<file path="src/lm_params.svh">
`ifndef LM_PARAMS_SVH
`define LM_PARAMS_SVH

// Build-wide constants of the local memory subsystem

// Number of independent banks, each with its own Avalon-MM agent port
`define LM_NUM_BANKS 2

// Word address width, so each bank holds 2**8 words
`define LM_ADDR_WIDTH 8

// Width of one data word on the bus and in the array
`define LM_DATA_WIDTH 64

// Bits covered by a single byteenable bit
`define LM_SYMBOL_WIDTH 8

// Burstcount width, bursts of 1 to 8 beats are used
`define LM_BURST_CNT_WIDTH 4

// Cycles from an array read request to valid read data
`define LM_READ_LATENCY 2

`endif

</file>
<file path="src/avmm_pkg.sv">
`include "lm_params.svh"

// Types that describe traffic on the Avalon-MM side of a bank
package avmm_pkg;

   // Symbols per data word, one byteenable bit each
   localparam int AVMM_BYTES = `LM_DATA_WIDTH / `LM_SYMBOL_WIDTH;

   typedef logic [`LM_ADDR_WIDTH-1:0]      avmm_addr_t;
   typedef logic [`LM_BURST_CNT_WIDTH-1:0] avmm_bcnt_t;
   typedef logic [`LM_DATA_WIDTH-1:0]      avmm_data_t;
   typedef logic [AVMM_BYTES-1:0]          avmm_be_t;

   // One accepted command beat as seen by the host
   typedef struct packed {
      logic       read;
      logic       write;
      avmm_addr_t address;
      avmm_bcnt_t burstcount;
      avmm_data_t writedata;
      avmm_be_t   byteenable;
   } avmm_cmd_t;

   // One read return travelling back to the host
   typedef struct packed {
      logic       valid;
      avmm_data_t data;
   } avmm_rsp_t;

endpackage

</file>
<file path="src/mem_pkg.sv">
`include "lm_params.svh"

// Types that describe the storage side of a bank
package mem_pkg;

   // Symbols per stored word, one write enable each
   localparam int MEM_BYTES = `LM_DATA_WIDTH / `LM_SYMBOL_WIDTH;

   // A single array access, at most one per cycle
   typedef struct packed {
      logic                          read;
      logic                          write;
      logic [`LM_ADDR_WIDTH-1:0]     addr;
      logic [`LM_DATA_WIDTH-1:0]     wdata;
      logic [MEM_BYTES-1:0]          be;
   } mem_req_t;

   // One stage of the read latency chain
   // The last stage doubles as the array read response
   typedef struct packed {
      logic                      valid;
      logic [`LM_DATA_WIDTH-1:0] data;
   } rd_pipe_t;

endpackage

</file>
<file path="src/avmm_if.sv">
`timescale 1ns/1ps

// Avalon-MM link between a bank's bridge and its burst controller
// All signals are sampled on the shared clk
interface avmm_if;
   import avmm_pkg::*;

   // Command channel, driven by the host
   avmm_addr_t address;
   logic       read;
   logic       write;
   avmm_bcnt_t burstcount;
   avmm_data_t writedata;
   avmm_be_t   byteenable;

   // Flow control and read return, driven by the agent
   logic       waitrequest;
   avmm_data_t readdata;
   logic       readdatavalid;

   // The bridge issues commands on its memory side
   modport host
   (
      output address, read, write, burstcount, writedata, byteenable,
      input  waitrequest, readdata, readdatavalid
   );

   // The burst controller answers them
   modport agent
   (
      input  address, read, write, burstcount, writedata, byteenable,
      output waitrequest, readdata, readdatavalid
   );

endinterface

</file>
<file path="src/mem_burst_ctrl.sv">
`timescale 1ns/1ps
`include "lm_params.svh"

// Burst sequencer of one bank
// Turns Avalon-MM bursts into one array access per cycle
module mem_burst_ctrl
(
   input  logic              clk,
   input  logic              rst_n,
   avmm_if.agent             bus,
   output mem_pkg::mem_req_t req,
   input  mem_pkg::rd_pipe_t rsp
);
   import avmm_pkg::*;
   import mem_pkg::*;

   localparam logic [`LM_ADDR_WIDTH-1:0]      ADDR_STEP = 1;
   localparam logic [`LM_BURST_CNT_WIDTH-1:0] ONE_BEAT  = 1;

   avmm_cmd_t                     beat;
   logic                          accept;
   logic                          rd_busy;
   logic                          wr_busy;
   logic [`LM_ADDR_WIDTH-1:0]     rd_addr;
   logic [`LM_BURST_CNT_WIDTH-1:0] rd_left;
   logic [`LM_ADDR_WIDTH-1:0]     wr_addr;
   logic [`LM_BURST_CNT_WIDTH-1:0] wr_left;

   // View the incoming bus signals as a single command beat
   always_comb
   begin
      beat.read       = bus.read;
      beat.write      = bus.write;
      beat.address    = bus.address;
      beat.burstcount = bus.burstcount;
      beat.writedata  = bus.writedata;
      beat.byteenable = bus.byteenable;
   end

   // Read words still to be issued after the first one
   assign rd_busy = (rd_left != '0);
   // Write beats still expected after the first one
   assign wr_busy = (wr_left != '0);

   // Only a read burst stalls the bus, write beats always flow
   assign bus.waitrequest = rd_busy;
   assign accept          = (bus.read | bus.write) & ~rd_busy;

   // One array request per cycle
   always_comb
   begin
      req = '0;
      if (rd_busy)
      begin
         // Remaining words of the current read burst
         req.read = 1'b1;
         req.addr = rd_addr;
      end
      else if (accept && beat.read)
      begin
         // First word goes out in the same cycle the command is taken
         req.read = 1'b1;
         req.addr = beat.address;
      end
      else if (accept && beat.write)
      begin
         req.write = 1'b1;
         // Later beats of a burst ignore the address on the bus
         req.addr  = wr_busy ? wr_addr : beat.address;
         req.wdata = beat.writedata;
         req.be    = beat.byteenable;
      end
   end

   // Burst state: next address and beats remaining for each direction
   always_ff @(posedge clk or negedge rst_n)
   begin
      if (!rst_n)
      begin
         rd_addr <= '0;
         rd_left <= '0;
         wr_addr <= '0;
         wr_left <= '0;
      end
      else
      begin
         if (rd_busy)
         begin
            rd_addr <= rd_addr + ADDR_STEP;
            rd_left <= rd_left - ONE_BEAT;
         end
         else if (accept && beat.read && beat.burstcount > ONE_BEAT)
         begin
            rd_addr <= beat.address + ADDR_STEP;
            rd_left <= beat.burstcount - ONE_BEAT;
         end

         if (accept && beat.write)
         begin
            if (wr_busy)
            begin
               wr_addr <= wr_addr + ADDR_STEP;
               wr_left <= wr_left - ONE_BEAT;
            end
            else if (beat.burstcount > ONE_BEAT)
            begin
               // Address and length come from the first beat only
               wr_addr <= beat.address + ADDR_STEP;
               wr_left <= beat.burstcount - ONE_BEAT;
            end
         end
      end
   end

   // Array returns go straight back, readdatavalid cannot be stalled
   assign bus.readdatavalid = rsp.valid;
   assign bus.readdata      = rsp.data;

endmodule

</file>
<file path="src/flat_wrapper.sv">
// flat-port wrapper written by rule: the top's interface ports become plain ports
module mem_burst_ctrl_flat import avmm_pkg::*; import mem_pkg::*;
  (clk, rst_n, req, rsp, bus_address, bus_read, bus_write, bus_burstcount, bus_writedata, bus_byteenable, bus_waitrequest, bus_readdata, bus_readdatavalid);
  avmm_if bus_i ();
  input  logic clk;
  input  logic rst_n;
  output mem_pkg::mem_req_t req;
  input  mem_pkg::rd_pipe_t rsp;
  input wire logic [$bits(bus_i.address)-1:0] bus_address;
  input wire logic [$bits(bus_i.read)-1:0] bus_read;
  input wire logic [$bits(bus_i.write)-1:0] bus_write;
  input wire logic [$bits(bus_i.burstcount)-1:0] bus_burstcount;
  input wire logic [$bits(bus_i.writedata)-1:0] bus_writedata;
  input wire logic [$bits(bus_i.byteenable)-1:0] bus_byteenable;
  output wire logic [$bits(bus_i.waitrequest)-1:0] bus_waitrequest;
  output wire logic [$bits(bus_i.readdata)-1:0] bus_readdata;
  output wire logic [$bits(bus_i.readdatavalid)-1:0] bus_readdatavalid;
  assign bus_i.address = bus_address;
  assign bus_i.read = bus_read;
  assign bus_i.write = bus_write;
  assign bus_i.burstcount = bus_burstcount;
  assign bus_i.writedata = bus_writedata;
  assign bus_i.byteenable = bus_byteenable;
  assign bus_waitrequest = bus_i.waitrequest;
  assign bus_readdata = bus_i.readdata;
  assign bus_readdatavalid = bus_i.readdatavalid;
  mem_burst_ctrl u_core (.clk(clk), .rst_n(rst_n), .bus(bus_i), .req(req), .rsp(rsp));
endmodule
</file>
<file path="config.mk">
export PLATFORM = sky130hd
export DESIGN_NAME = mem_burst_ctrl_flat
export DESIGN_NICKNAME = d
export VERILOG_FILES = /design/src/avmm_pkg.sv /design/src/mem_pkg.sv /design/src/avmm_if.sv /design/src/mem_burst_ctrl.sv /design/src/flat_wrapper.sv
export VERILOG_INCLUDE_DIRS = /design/src
export SDC_FILE = /design/constraint.sdc
export NUM_CORES = 1
export LEC_CHECK = 0
export ABC_CLOCK_PERIOD_IN_PS = 2200
export BUFFER_PORTS_ARGS = -buffer_cell sky130_fd_sc_hd__clkbuf_2
export CAP_MARGIN = 20
export CORE_AREA = 2 2 117 119
export CTS_BUF_LIST = sky130_fd_sc_hd__clkbuf_16
export CTS_CLUSTER_SIZE = 8
export DETAILED_ROUTE_END_ITERATION = 10
export DIE_AREA = 0 0 119 121
export GPL_ROUTABILITY_DRIVEN = 0
export GPL_TIMING_DRIVEN = 0
export PLACE_DENSITY = 0.56
export SYNTH_ARGS = -nofsm -noshare
export SYNTH_HDL_FRONTEND = slang
export SYNTH_SLANG_ARGS = --single-unit
</file>
<file path="constraint.sdc">
create_clock -name clk -period 2.2 [get_ports clk]
set_clock_uncertainty 0.05 [all_clocks]
set_input_delay 0.44 -clock clk [delete_from_list [all_inputs] [get_ports clk]]
set_output_delay 0.44 -clock clk [all_outputs]
set_load 0.01 [all_outputs]
</file>
=== After elaboration in Yosys (flattened, before gate mapping) ===
Index checks and enable logic that the tools add are counted.

* Memories: 0
* ROM bits: 0
* Logic and storage cells: 40
* Latch bits: 0
* Memory bits (writable): 0
* Flip-flop bits (word level): 24
* Input bits: 153

* Bitwise operators: 3
* $add $sub $neg: 6
* Equal/unequal tests: 0
* Divide/modulo/power cells: 0
* Shift operators: 0
* Multipliers: 0
* Magnitude comparators: 1
* Reduce and logical (&&, ||, !) cells: 8
* Mux-type cells: 18

{| class="wikitable"
|+ Operators by type and width
! cell !! count
|-
| 72-bit 2-to-1 mux || 2
|-
| 81-bit 2-to-1 mux || 1
|-
| 8-bit 2-to-1 mux || 7
|-
| 8-bit by 1-bit adder with 8-bit output (second input constant) || 3
|-
| 4-bit 2-to-1 mux || 4
|-
| 4-bit by 1-bit subtractor with 4-bit output (second input constant) || 3
|-
| 4-bit nonzero test || 2
|-
| 4-bit by 1-bit greater-than comparator with 1-bit output (second input constant) || 1
|-
| 1-bit 2-to-1 mux || 4
|-
| 2-bit nonzero test || 2
|-
| 1-bit logical AND || 3
|-
| 2-bit AND reduction || 1
|-
| 1-bit AND || 1
|-
| 1-bit NOT || 1
|-
| 1-bit bitwise OR || 1
|}

=== Logic depth before layout (Yosys ltp) ===
* Depth in word-level cells: 7
* Mapped depth: 7

=== Worst setup path before layout ===
Ideal clock, no wire load.

* Path kind: register -> output
* Start: reg u_core.rd_left[0]
* End: out req[73] (netlist name)
* Required time: 1.710 ns
* Cell stages (with the launch flop): 8
* Arrival time: 1.765 ns
* Setup slack: -0.055 ns
* Cells stage by stage: dfrtp_1 > inv_1 > ha_1 > nor3b_4 > inv_2 > clkbuf_1 > a221oi_1 > nor2_1

{| class="wikitable"
|+ RTL lines
! element !! RTL line !! source
|-
| start: declaration || mem_burst_ctrl.sv:25 || <nowiki>logic [`LM_BURST_CNT_WIDTH-1:0] rd_left;</nowiki>
|-
| start signal: assignment || mem_burst_ctrl.sv:90 || <nowiki>rd_left <= rd_left - ONE_BEAT;</nowiki>
|-
| start signal: assignment || mem_burst_ctrl.sv:95 || <nowiki>rd_left <= beat.burstcount - ONE_BEAT;</nowiki>
|-
| end: declaration || flat_wrapper.sv:7 || <nowiki>output mem_pkg::mem_req_t req;</nowiki>
|}

==> flow_summary.toml <==
[timing]
hold_viol_final = 0
tns_ns = -8.63
final.min_clock_period_ns = 2.54
setup_viol = 81
worstMarginPinSlew_ns = 0.724
slew_headroom_pct = 51.7
final_max_slew_viol_count = 0
post-route-period-util_pct = 115
fin_ws_ns = -0.337
rsz0062_at_grt = "yes"
fmax_mhz = 394

[final_layout]
finish.net_count = 783
area_delta_synth_final_pct = 107
antenna_cells = 0
final_cells = 798
drive_gt1_share_pct = 71.7

[grt]
grt_pass1_wl_um = 19100
grt_pass1_vias = 3495
grt.total_usage_pct = 17.0
grt_max_degree = 25
grt_antenna_before_repair = 0
gr-total-overflow = 0

[placed_design]
hpwl_um = 10800
portBuffers = 234
dp_cells = 761

[clocking]
path_clk_slew_ns = 0.07
cts_tree = "yes"
clk_latency_ns = 0.26
cts.htree.levels = 1
cts_sinks = 24
clock-root-buffer = "clkbuf_16"
clockBufferDepth = 2
cts_made_buffers = 3

[floorplan]
die-width_um = 119
num_io_pins = 301
die-area_sq_mm = 0.0144
initial_core_util_pct = 20.7
num_rows = 42
die_y_um = 121
core_sq_mm = 0.0131

[synthesis]
syn_avg_cell_area_sq_um = 7.74
ys.flop_type = "dfrtp_1"
synthCells = 351
yosysSeqAreaShare_pct = 22.1
synth_edf_count = 0
syn_nets = 511
syn-cell-area_sq_mm = 0.00272
ys_seq_elements = 24
ys_types = 50
async_flop_share_pct = 100
yosys_warnings = 0

[route]
firstDrtPassIters = 4
drc = 0
drtAntennaViolNets = 0
initialDrtViolationCount = 222
wire_per_inst_um = 16.8
wl_um = 13400
vias_per_cell = 4.43
vias = 3535

[setup_path]
worst-path-buf-inv = 4
cp-end-kind = "output pin"
path_class = "reg2out"
critPathTopFamily = "buffers and inverters"
slowest_stage = "dfrtp_1"
slowest_delay_ns = 0.39
cp_max_fo = 6
path_cells = "inv_1 > ha_2 > nor3b_4 > buf_6 > nor3b_4 > buf_6 > a221oi_2 > nor2_1 > clkbuf_2"
crit_path_start_kind = "flop"
required_ns = 1.71
cp.arrival_ns = 2.05

[power_and_ir_drop]
p_leak_uw = 0.00286
p_per_area_mw_per_mm2 = 690
total_power_uw = 3880
vdd_ir_drop_max_mv = 0.437

[worst_hold_path]
hp-class = "in2async"

[flow_run]
drv_cap = 0

[run_status]
status = "complete, but fails checks"
violations = "negative setup slack"
## state kept, by name (all words and copies together) (netlist names)
signal and cells:
u_core.rd_addr 8, u_core.rd_left 4, u_core.wr_addr 8, u_core.wr_left 4
## layout by cell type, fill, tap and decap left out, types with 2 or more instances in the layout
cell type,count
or4_1,2
o21bai_1,2
o221ai_1,2
nor3b_4,3
dfrtp_1,24
nand2_1,16
buf_6,33
nand3_1,6
a21oi_1,13
buf_8,58
nor4_1,2
clkbuf_2,157
a311oi_1,2
nand4_1,3
inv_1,8
inv_2,4
o31ai_1,3
clkbuf_1,4
o21ai_2,2
a22oi_2,2
a31oi_1,4
nand2b_1,3
nor3_1,6
ha_1,5
buf_2,5
buf_4,87
nor2_1,19
xnor2_1,4
clkbuf_16,3
and3_1,3
buf_12,3
xor2_1,4
o21ai_0,13
and2_4,73
o211ai_1,7
or3_1,2
mux2i_1,6
a221oi_2,4
## cell usage after synthesis (all sizes together), types with 7 or more instances
cell,count,area [sq um]
a21oi,13,65.1
and2,74,463
buf,67,498
clkbuf,14,52.6
dfrtp,24,601
ha,7,87.6
inv,12,45.0
nand2,16,60.1
nor2,20,75.1
o211ai,7,52.6
o21ai,15,75.1
## through the flow
| stage | instance area (sq um) | util (%) | worst slack (ns) | hold WS (ns) |
|---|---|---|---|---|
| 6_report | 5620 | 43.0 | -0.337 | 0.143 |
| 5_1_grt | 5620 | 43.0 | -0.426 | 0.202 |
| 4_1_cts | 5280 | 40.3 | -0.285 | 0.166 |
| 3_5_place_dp | 4120 | 31.5 | -0.682 | 0.445 |
| 3_3_place_gp | 4120 | 31.5 | -0.614 | 0.438 |
| 2_1_floorplan | 2730 | - | 0.00152 | 0.0944 |
## worst paths after layout
kind                                   startpoint                 to  slack (ns)  cells after the start
worst max register to register  u_core.wr_left[0]  u_core.wr_addr[7]        0.09                      8
max in group asynchronous                   rst_n  u_core.rd_addr[2]        1.52                      1
min in group clk                bus_burstcount[0]  u_core.wr_left[0]        0.43                      2
worst max-delay path            u_core.wr_left[0]            req[74]       -0.34                      9
worst min-delay path                        rst_n  u_core.wr_addr[7]        0.14                      1
worst min register to register  u_core.wr_addr[7]  u_core.wr_addr[7]        0.53                      2
## power by group
group	internal, uW	switching [uW]
logic	1290	1150
clock network	362	175
registers	656	244
total	2310	1570
## cell type report
cell class,count,area [sq um]
Multi-Input combinational cell,234,1840
Tap cell,176,220
Sequential cell,24,601
Clock inverter,1,30.0
Timing Repair Buffer,268,2170
Buffer,80,636
Inverter,12,45.0
Clock buffer,3,75.1
Fill cell,1287,7460
## repair_timing
| action | CTS | global route |
|---|---|---|
| pin swaps | 69 | 25 |
| setup endpoints to repair | 87 | 93 |
| hold buffers | 0 | 0 |
| cloned | 9 | 0 |
| gates resized for setup | 156 | 150 |
| buffers inserted | 21 | 5 |
## per-layer routing
metal  GRT usage, %  routed length, um
met5              0                  0
met4           3.05                257
met3           4.70               1130
met2           33.3               7450
met1           18.1               4560
## kinds of logic after synthesis
group | after synthesis | synth area share (%)
and+or+nand+nor | 145 | 30.6
muxes | 6 | 2.21
DFF | 24 | 22.1
AOI/OAI and AO/OA | 68 | 17.3
buffers and inverters | 93 | 21.9
xor gates and xnor gates | 8 | 2.58
adders and majority gates | 7 | 3.23
## worst register-to-register path, delay by kind of cell (launching register included)
kind	cells	cell delay, ns
fa+ha+maj	1	0.18
flops	1	0.39
simple gates	1	0.41
buf+inv	3	0.41
compound gates	3	0.59
No activity file was read; power rests on OpenSTA's default activity.
