[config.mk]
export PLATFORM = sky130hd
export DESIGN_NAME = avmm_bridge_flat
export DESIGN_NICKNAME = d
export VERILOG_FILES = /design/src/avmm_pkg.sv /design/src/avmm_if.sv /design/src/avmm_bridge.sv /design/src/flat_wrapper.sv
export VERILOG_INCLUDE_DIRS = /design/src
export SDC_FILE = /design/constraint.sdc
export NUM_CORES = 1
export LEC_CHECK = 0
export BUFFER_PORTS_ARGS = -buffer_cell sky130_fd_sc_hd__buf_2
export CAP_MARGIN = 20
export CORE_AREA = 2 2 157 113
export DETAILED_ROUTE_END_ITERATION = 8
export DIE_AREA = 0 0 159 115
export HOLD_SLACK_MARGIN = 0.05
export PLACE_DENSITY = 0.88
export SYNTH_ARGS = -nofsm -noshare
export SYNTH_HDL_FRONTEND = slang
export SYNTH_SLANG_ARGS = --single-unit
[constraint.sdc]
create_clock -name clk -period 15.6 [get_ports clk]
set_input_delay 0.78 -clock clk [delete_from_list [all_inputs] [get_ports clk]]
set_output_delay 0.78 -clock clk [all_outputs]
set_load 0.01 [all_outputs]
[src/lm_params.svh]
`ifndef LM_PARAMS_SVH
`define LM_PARAMS_SVH

// Build-wide constants of the local memory subsystem

// Number of independent banks, each with its own Avalon-MM agent port
`define LM_NUM_BANKS 2

// Word address width, so each bank holds 2**8 words
`define LM_ADDR_WIDTH 8

// Width of one data word on the bus and in the array
`define LM_DATA_WIDTH 64

// Bits covered by a single byteenable bit
`define LM_SYMBOL_WIDTH 8

// Burstcount width, bursts of 1 to 8 beats are used
`define LM_BURST_CNT_WIDTH 4

// Cycles from an array read request to valid read data
`define LM_READ_LATENCY 2

`endif

[src/avmm_pkg.sv]
`include "lm_params.svh"

// Types that describe traffic on the Avalon-MM side of a bank
package avmm_pkg;

   // Symbols per data word, one byteenable bit each
   localparam int AVMM_BYTES = `LM_DATA_WIDTH / `LM_SYMBOL_WIDTH;

   typedef logic [`LM_ADDR_WIDTH-1:0]      avmm_addr_t;
   typedef logic [`LM_BURST_CNT_WIDTH-1:0] avmm_bcnt_t;
   typedef logic [`LM_DATA_WIDTH-1:0]      avmm_data_t;
   typedef logic [AVMM_BYTES-1:0]          avmm_be_t;

   // One accepted command beat as seen by the host
   typedef struct packed {
      logic       read;
      logic       write;
      avmm_addr_t address;
      avmm_bcnt_t burstcount;
      avmm_data_t writedata;
      avmm_be_t   byteenable;
   } avmm_cmd_t;

   // One read return travelling back to the host
   typedef struct packed {
      logic       valid;
      avmm_data_t data;
   } avmm_rsp_t;

endpackage

[src/avmm_if.sv]
`timescale 1ns/1ps

// Avalon-MM link between a bank's bridge and its burst controller
// All signals are sampled on the shared clk
interface avmm_if;
   import avmm_pkg::*;

   // Command channel, driven by the host
   avmm_addr_t address;
   logic       read;
   logic       write;
   avmm_bcnt_t burstcount;
   avmm_data_t writedata;
   avmm_be_t   byteenable;

   // Flow control and read return, driven by the agent
   logic       waitrequest;
   avmm_data_t readdata;
   logic       readdatavalid;

   // The bridge issues commands on its memory side
   modport host
   (
      output address, read, write, burstcount, writedata, byteenable,
      input  waitrequest, readdata, readdatavalid
   );

   // The burst controller answers them
   modport agent
   (
      input  address, read, write, burstcount, writedata, byteenable,
      output waitrequest, readdata, readdatavalid
   );

endinterface

[src/avmm_bridge.sv]
`timescale 1ns/1ps

// Registered pipeline bridge in front of one bank
// Every path between the host port and the memory side goes through a flop
module avmm_bridge
(
   input  logic                 clk,
   input  logic                 rst_n,

   // Host side, plain Avalon-MM agent signals
   input  avmm_pkg::avmm_addr_t address,
   input  logic                 read,
   input  logic                 write,
   input  avmm_pkg::avmm_bcnt_t burstcount,
   input  avmm_pkg::avmm_data_t writedata,
   input  avmm_pkg::avmm_be_t   byteenable,
   output logic                 waitrequest,
   output avmm_pkg::avmm_data_t readdata,
   output logic                 readdatavalid,

   // Memory side towards the burst controller
   avmm_if.host                 mem
);
   import avmm_pkg::*;

   avmm_cmd_t host_beat;
   avmm_cmd_t out_q;
   avmm_cmd_t skid_q;
   logic      out_valid;
   logic      skid_valid;
   logic      wait_q;
   logic      host_acc;
   logic      out_free;
   logic      out_valid_nxt;
   logic      skid_valid_nxt;
   avmm_rsp_t rsp_q;

   // Gather the host signals into one beat
   always_comb
   begin
      host_beat.read       = read;
      host_beat.write      = write;
      host_beat.address    = address;
      host_beat.burstcount = burstcount;
      host_beat.writedata  = writedata;
      host_beat.byteenable = byteenable;
   end

   // A host beat transfers when a command is present and we are not stalling
   assign host_acc = (read | write) & ~wait_q;

   // The output register can load when it is empty or the agent takes it now
   assign out_free = ~out_valid | ~mem.waitrequest;

   // Next occupancy of the output and skid registers
   // The skid register is empty whenever wait_q is low, so the host and
   // the skid never compete for the output register
   always_comb
   begin
      out_valid_nxt  = out_valid;
      skid_valid_nxt = skid_valid;
      if (out_free)
      begin
         out_valid_nxt  = skid_valid | host_acc;
         skid_valid_nxt = 1'b0;
      end
      else if (host_acc)
      begin
         // Output is stalled, park the new beat in the skid register
         skid_valid_nxt = 1'b1;
      end
   end

   always_ff @(posedge clk or negedge rst_n)
   begin
      if (!rst_n)
      begin
         out_valid  <= 1'b0;
         skid_valid <= 1'b0;
         // Hold the host off until reset is released
         wait_q     <= 1'b1;
      end
      else
      begin
         out_valid  <= out_valid_nxt;
         skid_valid <= skid_valid_nxt;
         // Host waitrequest follows skid occupancy one cycle later
         wait_q     <= skid_valid_nxt;
      end
   end

   // Command payload, qualified by the valid flags above
   always_ff @(posedge clk)
   begin
      if (out_free)
      begin
         out_q <= skid_valid ? skid_q : host_beat;
      end
      if (host_acc && !out_free)
      begin
         skid_q <= host_beat;
      end
   end

   assign waitrequest = wait_q;

   // Drive the memory side straight from the output register
   assign mem.address    = out_q.address;
   assign mem.read       = out_valid & out_q.read;
   assign mem.write      = out_valid & out_q.write;
   assign mem.burstcount = out_q.burstcount;
   assign mem.writedata  = out_q.writedata;
   assign mem.byteenable = out_q.byteenable;

   // Read returns are registered once on the way back
   always_ff @(posedge clk or negedge rst_n)
   begin
      if (!rst_n)
      begin
         rsp_q <= '0;
      end
      else
      begin
         rsp_q.valid <= mem.readdatavalid;
         rsp_q.data  <= mem.readdata;
      end
   end

   assign readdatavalid = rsp_q.valid;
   assign readdata      = rsp_q.data;

endmodule

[src/flat_wrapper.sv]
// flat-port wrapper written by rule: the top's interface ports become plain ports
module avmm_bridge_flat import avmm_pkg::*;
  (clk, rst_n, address, read, write, burstcount, writedata, byteenable, waitrequest, readdata, readdatavalid, mem_address, mem_read, mem_write, mem_burstcount, mem_writedata, mem_byteenable, mem_waitrequest, mem_readdata, mem_readdatavalid);
  avmm_if mem_i ();
  input  logic clk;
  input  logic rst_n;
  input  avmm_pkg::avmm_addr_t address;
  input  logic read;
  input  logic write;
  input  avmm_pkg::avmm_bcnt_t burstcount;
  input  avmm_pkg::avmm_data_t writedata;
  input  avmm_pkg::avmm_be_t byteenable;
  output logic waitrequest;
  output avmm_pkg::avmm_data_t readdata;
  output logic readdatavalid;
  output wire logic [$bits(mem_i.address)-1:0] mem_address;
  output wire logic [$bits(mem_i.read)-1:0] mem_read;
  output wire logic [$bits(mem_i.write)-1:0] mem_write;
  output wire logic [$bits(mem_i.burstcount)-1:0] mem_burstcount;
  output wire logic [$bits(mem_i.writedata)-1:0] mem_writedata;
  output wire logic [$bits(mem_i.byteenable)-1:0] mem_byteenable;
  input wire logic [$bits(mem_i.waitrequest)-1:0] mem_waitrequest;
  input wire logic [$bits(mem_i.readdata)-1:0] mem_readdata;
  input wire logic [$bits(mem_i.readdatavalid)-1:0] mem_readdatavalid;
  assign mem_address = mem_i.address;
  assign mem_read = mem_i.read;
  assign mem_write = mem_i.write;
  assign mem_burstcount = mem_i.burstcount;
  assign mem_writedata = mem_i.writedata;
  assign mem_byteenable = mem_i.byteenable;
  assign mem_i.waitrequest = mem_waitrequest;
  assign mem_i.readdata = mem_readdata;
  assign mem_i.readdatavalid = mem_readdatavalid;
  avmm_bridge u_core (.clk(clk), .rst_n(rst_n), .address(address), .read(read), .write(write), .burstcount(burstcount), .writedata(writedata), .byteenable(byteenable), .waitrequest(waitrequest), .readdata(readdata), .readdatavalid(readdatavalid), .mem(mem_i));
endmodule
# Yosys cells after proc, flatten, opt, wreduce, memory -nomap -nowiden
# Cells that the tools add are included.
dict set report op_classes {
  muxes 3
  bitwise_logic 9
  reduce_logical 2
}
# cell count
set op_table {}
lappend op_table {{$mux W86} 1}
lappend op_table {{$and A1 B1 Y1} 3}
lappend op_table {{$not A1 Y1} 3}
lappend op_table {{$or A1 B1 Y1} 3}
lappend op_table {{$mux W1} 2}
lappend op_table {{$logic_and A1 B1 Y1} 1}
lappend op_table {{$logic_not A1 Y1} 1}
dict set report word_totals {
  register_bits 240
  in_bits 154
  output_inout_bits 152
  wordCells 31
}

# Depth between registers and ports, before layout
dict set report logic_depth {
  word_depth 4
  mapped_depth 5
  mapped_depth_nobuf 2
}

# Least setup slack after synthesis
# Ideal clock, no wire load.
dict set report synth_timing {
  kind {input to register}
  startpoint {input mem_waitrequest}
  endpoint {register u_core.skid_q[0] (netlist name), enable pin}
  setup_ps 531
  arrival_ps 6587
  required_time_ps 15069
  path_slack_ps 8482
  path_stages 2
  path_buffers 0
  path_cell_list {nand2_1 -> nor2_1}
}
dict set report synth_via {
  elab_chain_cells 4
}
# item line
set synth_rtl {}
lappend synth_rtl {{start: declaration} flat_wrapper.sv:22} ;# input wire logic [$bits(mem_i.waitrequest)-1:0] mem_waitrequest;
lappend synth_rtl {{$not A1 Y1} avmm_bridge.sv:53} ;# assign out_free = ~out_valid | ~mem.waitrequest;
lappend synth_rtl {{$or A1 B1 Y1} avmm_bridge.sv:53}
lappend synth_rtl {{$logic_not A1 Y1} avmm_bridge.sv:99} ;# if (host_acc && !out_free)
lappend synth_rtl {{$logic_and A1 B1 Y1} avmm_bridge.sv:99}
lappend synth_rtl {{end signal: assignment} avmm_bridge.sv:101} ;# skid_q <= host_beat;
lappend synth_rtl {{end: declaration} avmm_bridge.sv:28} ;# avmm_cmd_t skid_q;
# Every way passes these cells.
# A chain may end at the register's enable or synchronous reset.

# Final worst setup path
dict set report layout_timing {
  startpoint {register u_core.out_valid}
  endpoint {register u_core.skid_q[77] (netlist name), enable pin}
}
dict set report layout_via {
  elab_chain_cells 4
}
# item line
set layout_rtl {}
lappend layout_rtl {{start: declaration} avmm_bridge.sv:29} ;# logic out_valid;
lappend layout_rtl {{start signal: assignment} avmm_bridge.sv:85} ;# out_valid <= out_valid_nxt;
lappend layout_rtl {{$not A1 Y1} avmm_bridge.sv:53}
lappend layout_rtl {{$or A1 B1 Y1} avmm_bridge.sv:53}
lappend layout_rtl {{net u_core.out_free} avmm_bridge.sv:33} ;# logic out_free;
lappend layout_rtl {{$logic_not A1 Y1} avmm_bridge.sv:99}
lappend layout_rtl {{$logic_and A1 B1 Y1} avmm_bridge.sv:99}
# The timed path passes the listed nets, and every way through them passes these cells.

==> out/qor_table.md <==
| Step | Quantity | Reported |
|:---|:---|:---|
| status | Run status | complete, no violations |
| clocking | Clock root buffer | clkbuf_16 |
| min path | Worst hold path class | in2reg |
| die | Die boundary width | 159 um |
| layout | Share of final-layout standard cells stronger than drive strength 1 | 63.2% |
| grt | Total gr overflow | 0 |
| setup path | Highest fanout seen on the critical path | 43 |
| power | Peak supply drop | 0.000140 V |
| clocking | Clock H-tree levels | 1 |
| run | Count of max-cap constraint violations | 0 |
| layout | Leading cell type in the layout, fill and taps excluded | buf_2 |
| grt | Antenna violations before repair | 0 |
| placed design | Port Buffer Count | 305 |
| power | Power per cell area | 141 nW/um2 |
| layout | Leading cell types in the layout, fill and taps excluded | buf_2, edfxtp_1, dfrtp_1 |
| sta | Min cycle time layout | 2360 ps |
| layout | Non-filler instance count after layout | 915 |
| clocking | Number of buffers inserted during clock tree synthesis | 23 |
| sta | Worst slew margin relative to its limit | 44.8% |
| routing | Count of nets left with antenna violations after detail routing | 0 |
| setup path | Number of cell instances on the worst register-to-register path | 4 |
| clocking | Hold buffers post-CTS | 0 |
| sta | Slew at the pin closest to its max-slew limit | 829 ps |
| setup path | Kind of end point of the critical path | register |
| setup path | CP Data Arrival Time | 2480 ps |
| die | Vert. Die Dim | 115 um |
| grt | Global-route wire length before repair | 24.9 mm |
| sta | Number of endpoints failing setup at the final stage | 0 |
| clocking | Clock-pin slew of the registers on the worst-case setup and hold paths | 60 ps |
| routing | Vias per inst | 4.74 |
| layout | Net count, final | 823 |
| die | Initial cell density of the core | 51.7% |
| setup path | Required time of the critical path | 15,730 ps |
| grt | All-Layer GR Usage | 17.7% |
| yosys | Number of distinct standard cells referenced by the synthesized netlist | 15 |
| die | Overall die area | 18,300 um2 |
| yosys | Share of synthesized area occupied by flip-flops and latches | 79.0% |
| placed design | Placed Cells incl. Taps | 874 |
| setup path | FF-to-FF setup slack | 13,240 ps |
| setup path | Startpoint class of the critical path | register |
| yosys | Number of standard cells after synthesis | 428 |
| grt | Via count of the first global-routing pass | 4,534 |
| placed design | Weighted congestion reported at the end of routability-driven placement | 0.849 |
| die | Core Rows | 40 |
| layout | Layout Area Growth over Synthesis | 22.2% |
| clocking | Sinks on the clock net | 240 |
| grt | Maximum number of pins on one net before global-route repair | 69 |
| routing | Wire length per cell after detailed routing | 18.4 um |
| routing | Total Wirelength | 16.8 mm |
| min path | Instance count along the most critical hold path | 1 |
| sta | Unrepaired setup endpoints after global routing | no |
| layout | Antenna diodes | 0 |
| setup path | Worst Setup Path Type | reg2reg |
| sta | Period utilization | 15.1% |
| die | Core Area | 16,800 um2 |
| placed design | HPWL after DPL | 11.9 mm |
| power | Static power due to leakage | 0.00450 uW |
| sta | Maximum clock rate | 424 MHz |
| clocking | Insertion delay of the later-clocked pin in the worst-skew pair | 490 ps |
| routing | Detailed-router iteration count before antenna repair | 4 |
| routing | Via count of the routed design | 4,339 |
| sta | Sum of negative setup slack | 0 ps |
| layout | Filler cell count | 1,186 |
| clocking | TritonCTS clock tree | built |
| routing | Count of unresolved DRC violations after routing | 0 |
| clocking | Number of post-CTS setup repair buffers | 0 |
| die | Number of top-level pins | 306 |
| sta | Clock skew after layout | 8.95 ps |
| yosys | Net count after synthesis | 582 |
| clocking | Clock tree buffer depth | 3 |
| sta | Final Slew Violations | 0 |
| clocking | # resized after CTS | 0 |
| yosys | Average cell area after synthesis | 20.3 um2 |
| sta | Number of endpoints with negative hold slack in the final report | 0 |
| yosys | Total of flip-flops plus latches after synthesis | 240 |
| routing | Initial DRC count | 211 |
| yosys | Number of warnings printed during yosys synthesis | 0 |
| yosys | Mapped Area | 8700 um2 |
per-layer routing:
metal | global-route usage (%) | part of all wire [%] | vias up
met5 | 0 | 0 | -
met4 | 6.06 | 3.3 | 0
met3 | 4.98 | 7.5 | 38
met2 | 31.8 | 52 | 211
met1 | 20.9 | 37 | 2123
li1 | - | - | 1967
per-stage QoR:
| stage | hold slack (ps) | util, % | instance area (um2) | setup WS [ps] | total power (uW) |
|---|---|---|---|---|---|
| final | 390 | 63.2 | 10600 | 13240 | 1490 |
| after global placement | 525 | 58.6 | 9850 | 12330 | 945 |
| after CTS | 371 | 63.1 | 10600 | 12700 | 1510 |
| after global routing | 368 | 63.2 | 10600 | 13090 | 1550 |
| after detailed placement | 530 | 58.6 | 9850 | 12220 | 955 |
| after floorplan | 484 | - | 8700 | 8480 | 914 |
area by class of cell:
class,instances,area (um2),share of cell area [%]
clock buffer,34,679,6.39
clock inverter,6,81.3,0.765
tap,231,289,2.72
timing repair buffer,310,1580,14.8
sequential,240,6870,64.6
multi-input combinational,93,1130,10.6
inverter,1,3.75,0.0353
cell usage after synthesis (all sizes together):
master / n / area (um2)
edfxtp: 172 / 5160
buf: 94 / 712
mux2: 86 / 1080
dfrtp: 67 / 1680
and2: 2 / 12.5
a21oi: 1 / 5.00
dfstp: 1 / 26.3
inv: 1 / 3.75
nand2: 1 / 3.75
nand3: 1 / 5.00
nor2: 1 / 3.75
o21bai: 1 / 7.51
path summary, 6_finish.rpt:
kind	startpoint	to
worst max-delay path	u_core.out_valid	u_core.skid_q[77]
worst min-delay path	mem_readdata[7]	u_core.readdata[7]
worst max register to register	u_core.out_valid	u_core.skid_q[77]
worst min register to register	u_core.skid_q[52]	u_core.mem.writedata[44]
max in group asynchronous	rst_n	u_core.skid_valid
min in group asynchronous	rst_n	u_core.readdata[26]
flip-flops by register name (all words and copies together), names as in the netlist:
register and flops:
u_core.mem.byteenable 8, u_core.out_q 2, u_core.out_valid 1, u_core.skid_q 86, u_core.skid_valid 1, u_core.mem.address 8
u_core.mem.burstcount 4, u_core.waitrequest 1, u_core.mem.writedata 64, u_core.readdatavalid 1, u_core.readdata 64
cell families after synthesis:
kind of cell,synth area share [%]
flip-flops,79.0
buffers and inverters,8.23
multiplexers,12.4
AND/OR/NAND/NOR,0.288
AO/OA/AOI/OAI,0.144
power by group:
part	total [uW]	switching, uW	internal [uW]
Clock	554	220	334
Sequential	777	19.8	758
Combinational	164	86.5	77.2
Total	1490	326	1170
worst max-delay path, cell delays in order, from the launching register on:
cell and delay (ps):
dfrtp_1 390, nand2_4 330, nor2_4 400, buf_12 260
buf_4 520
(Power assumes the default switching activity.)
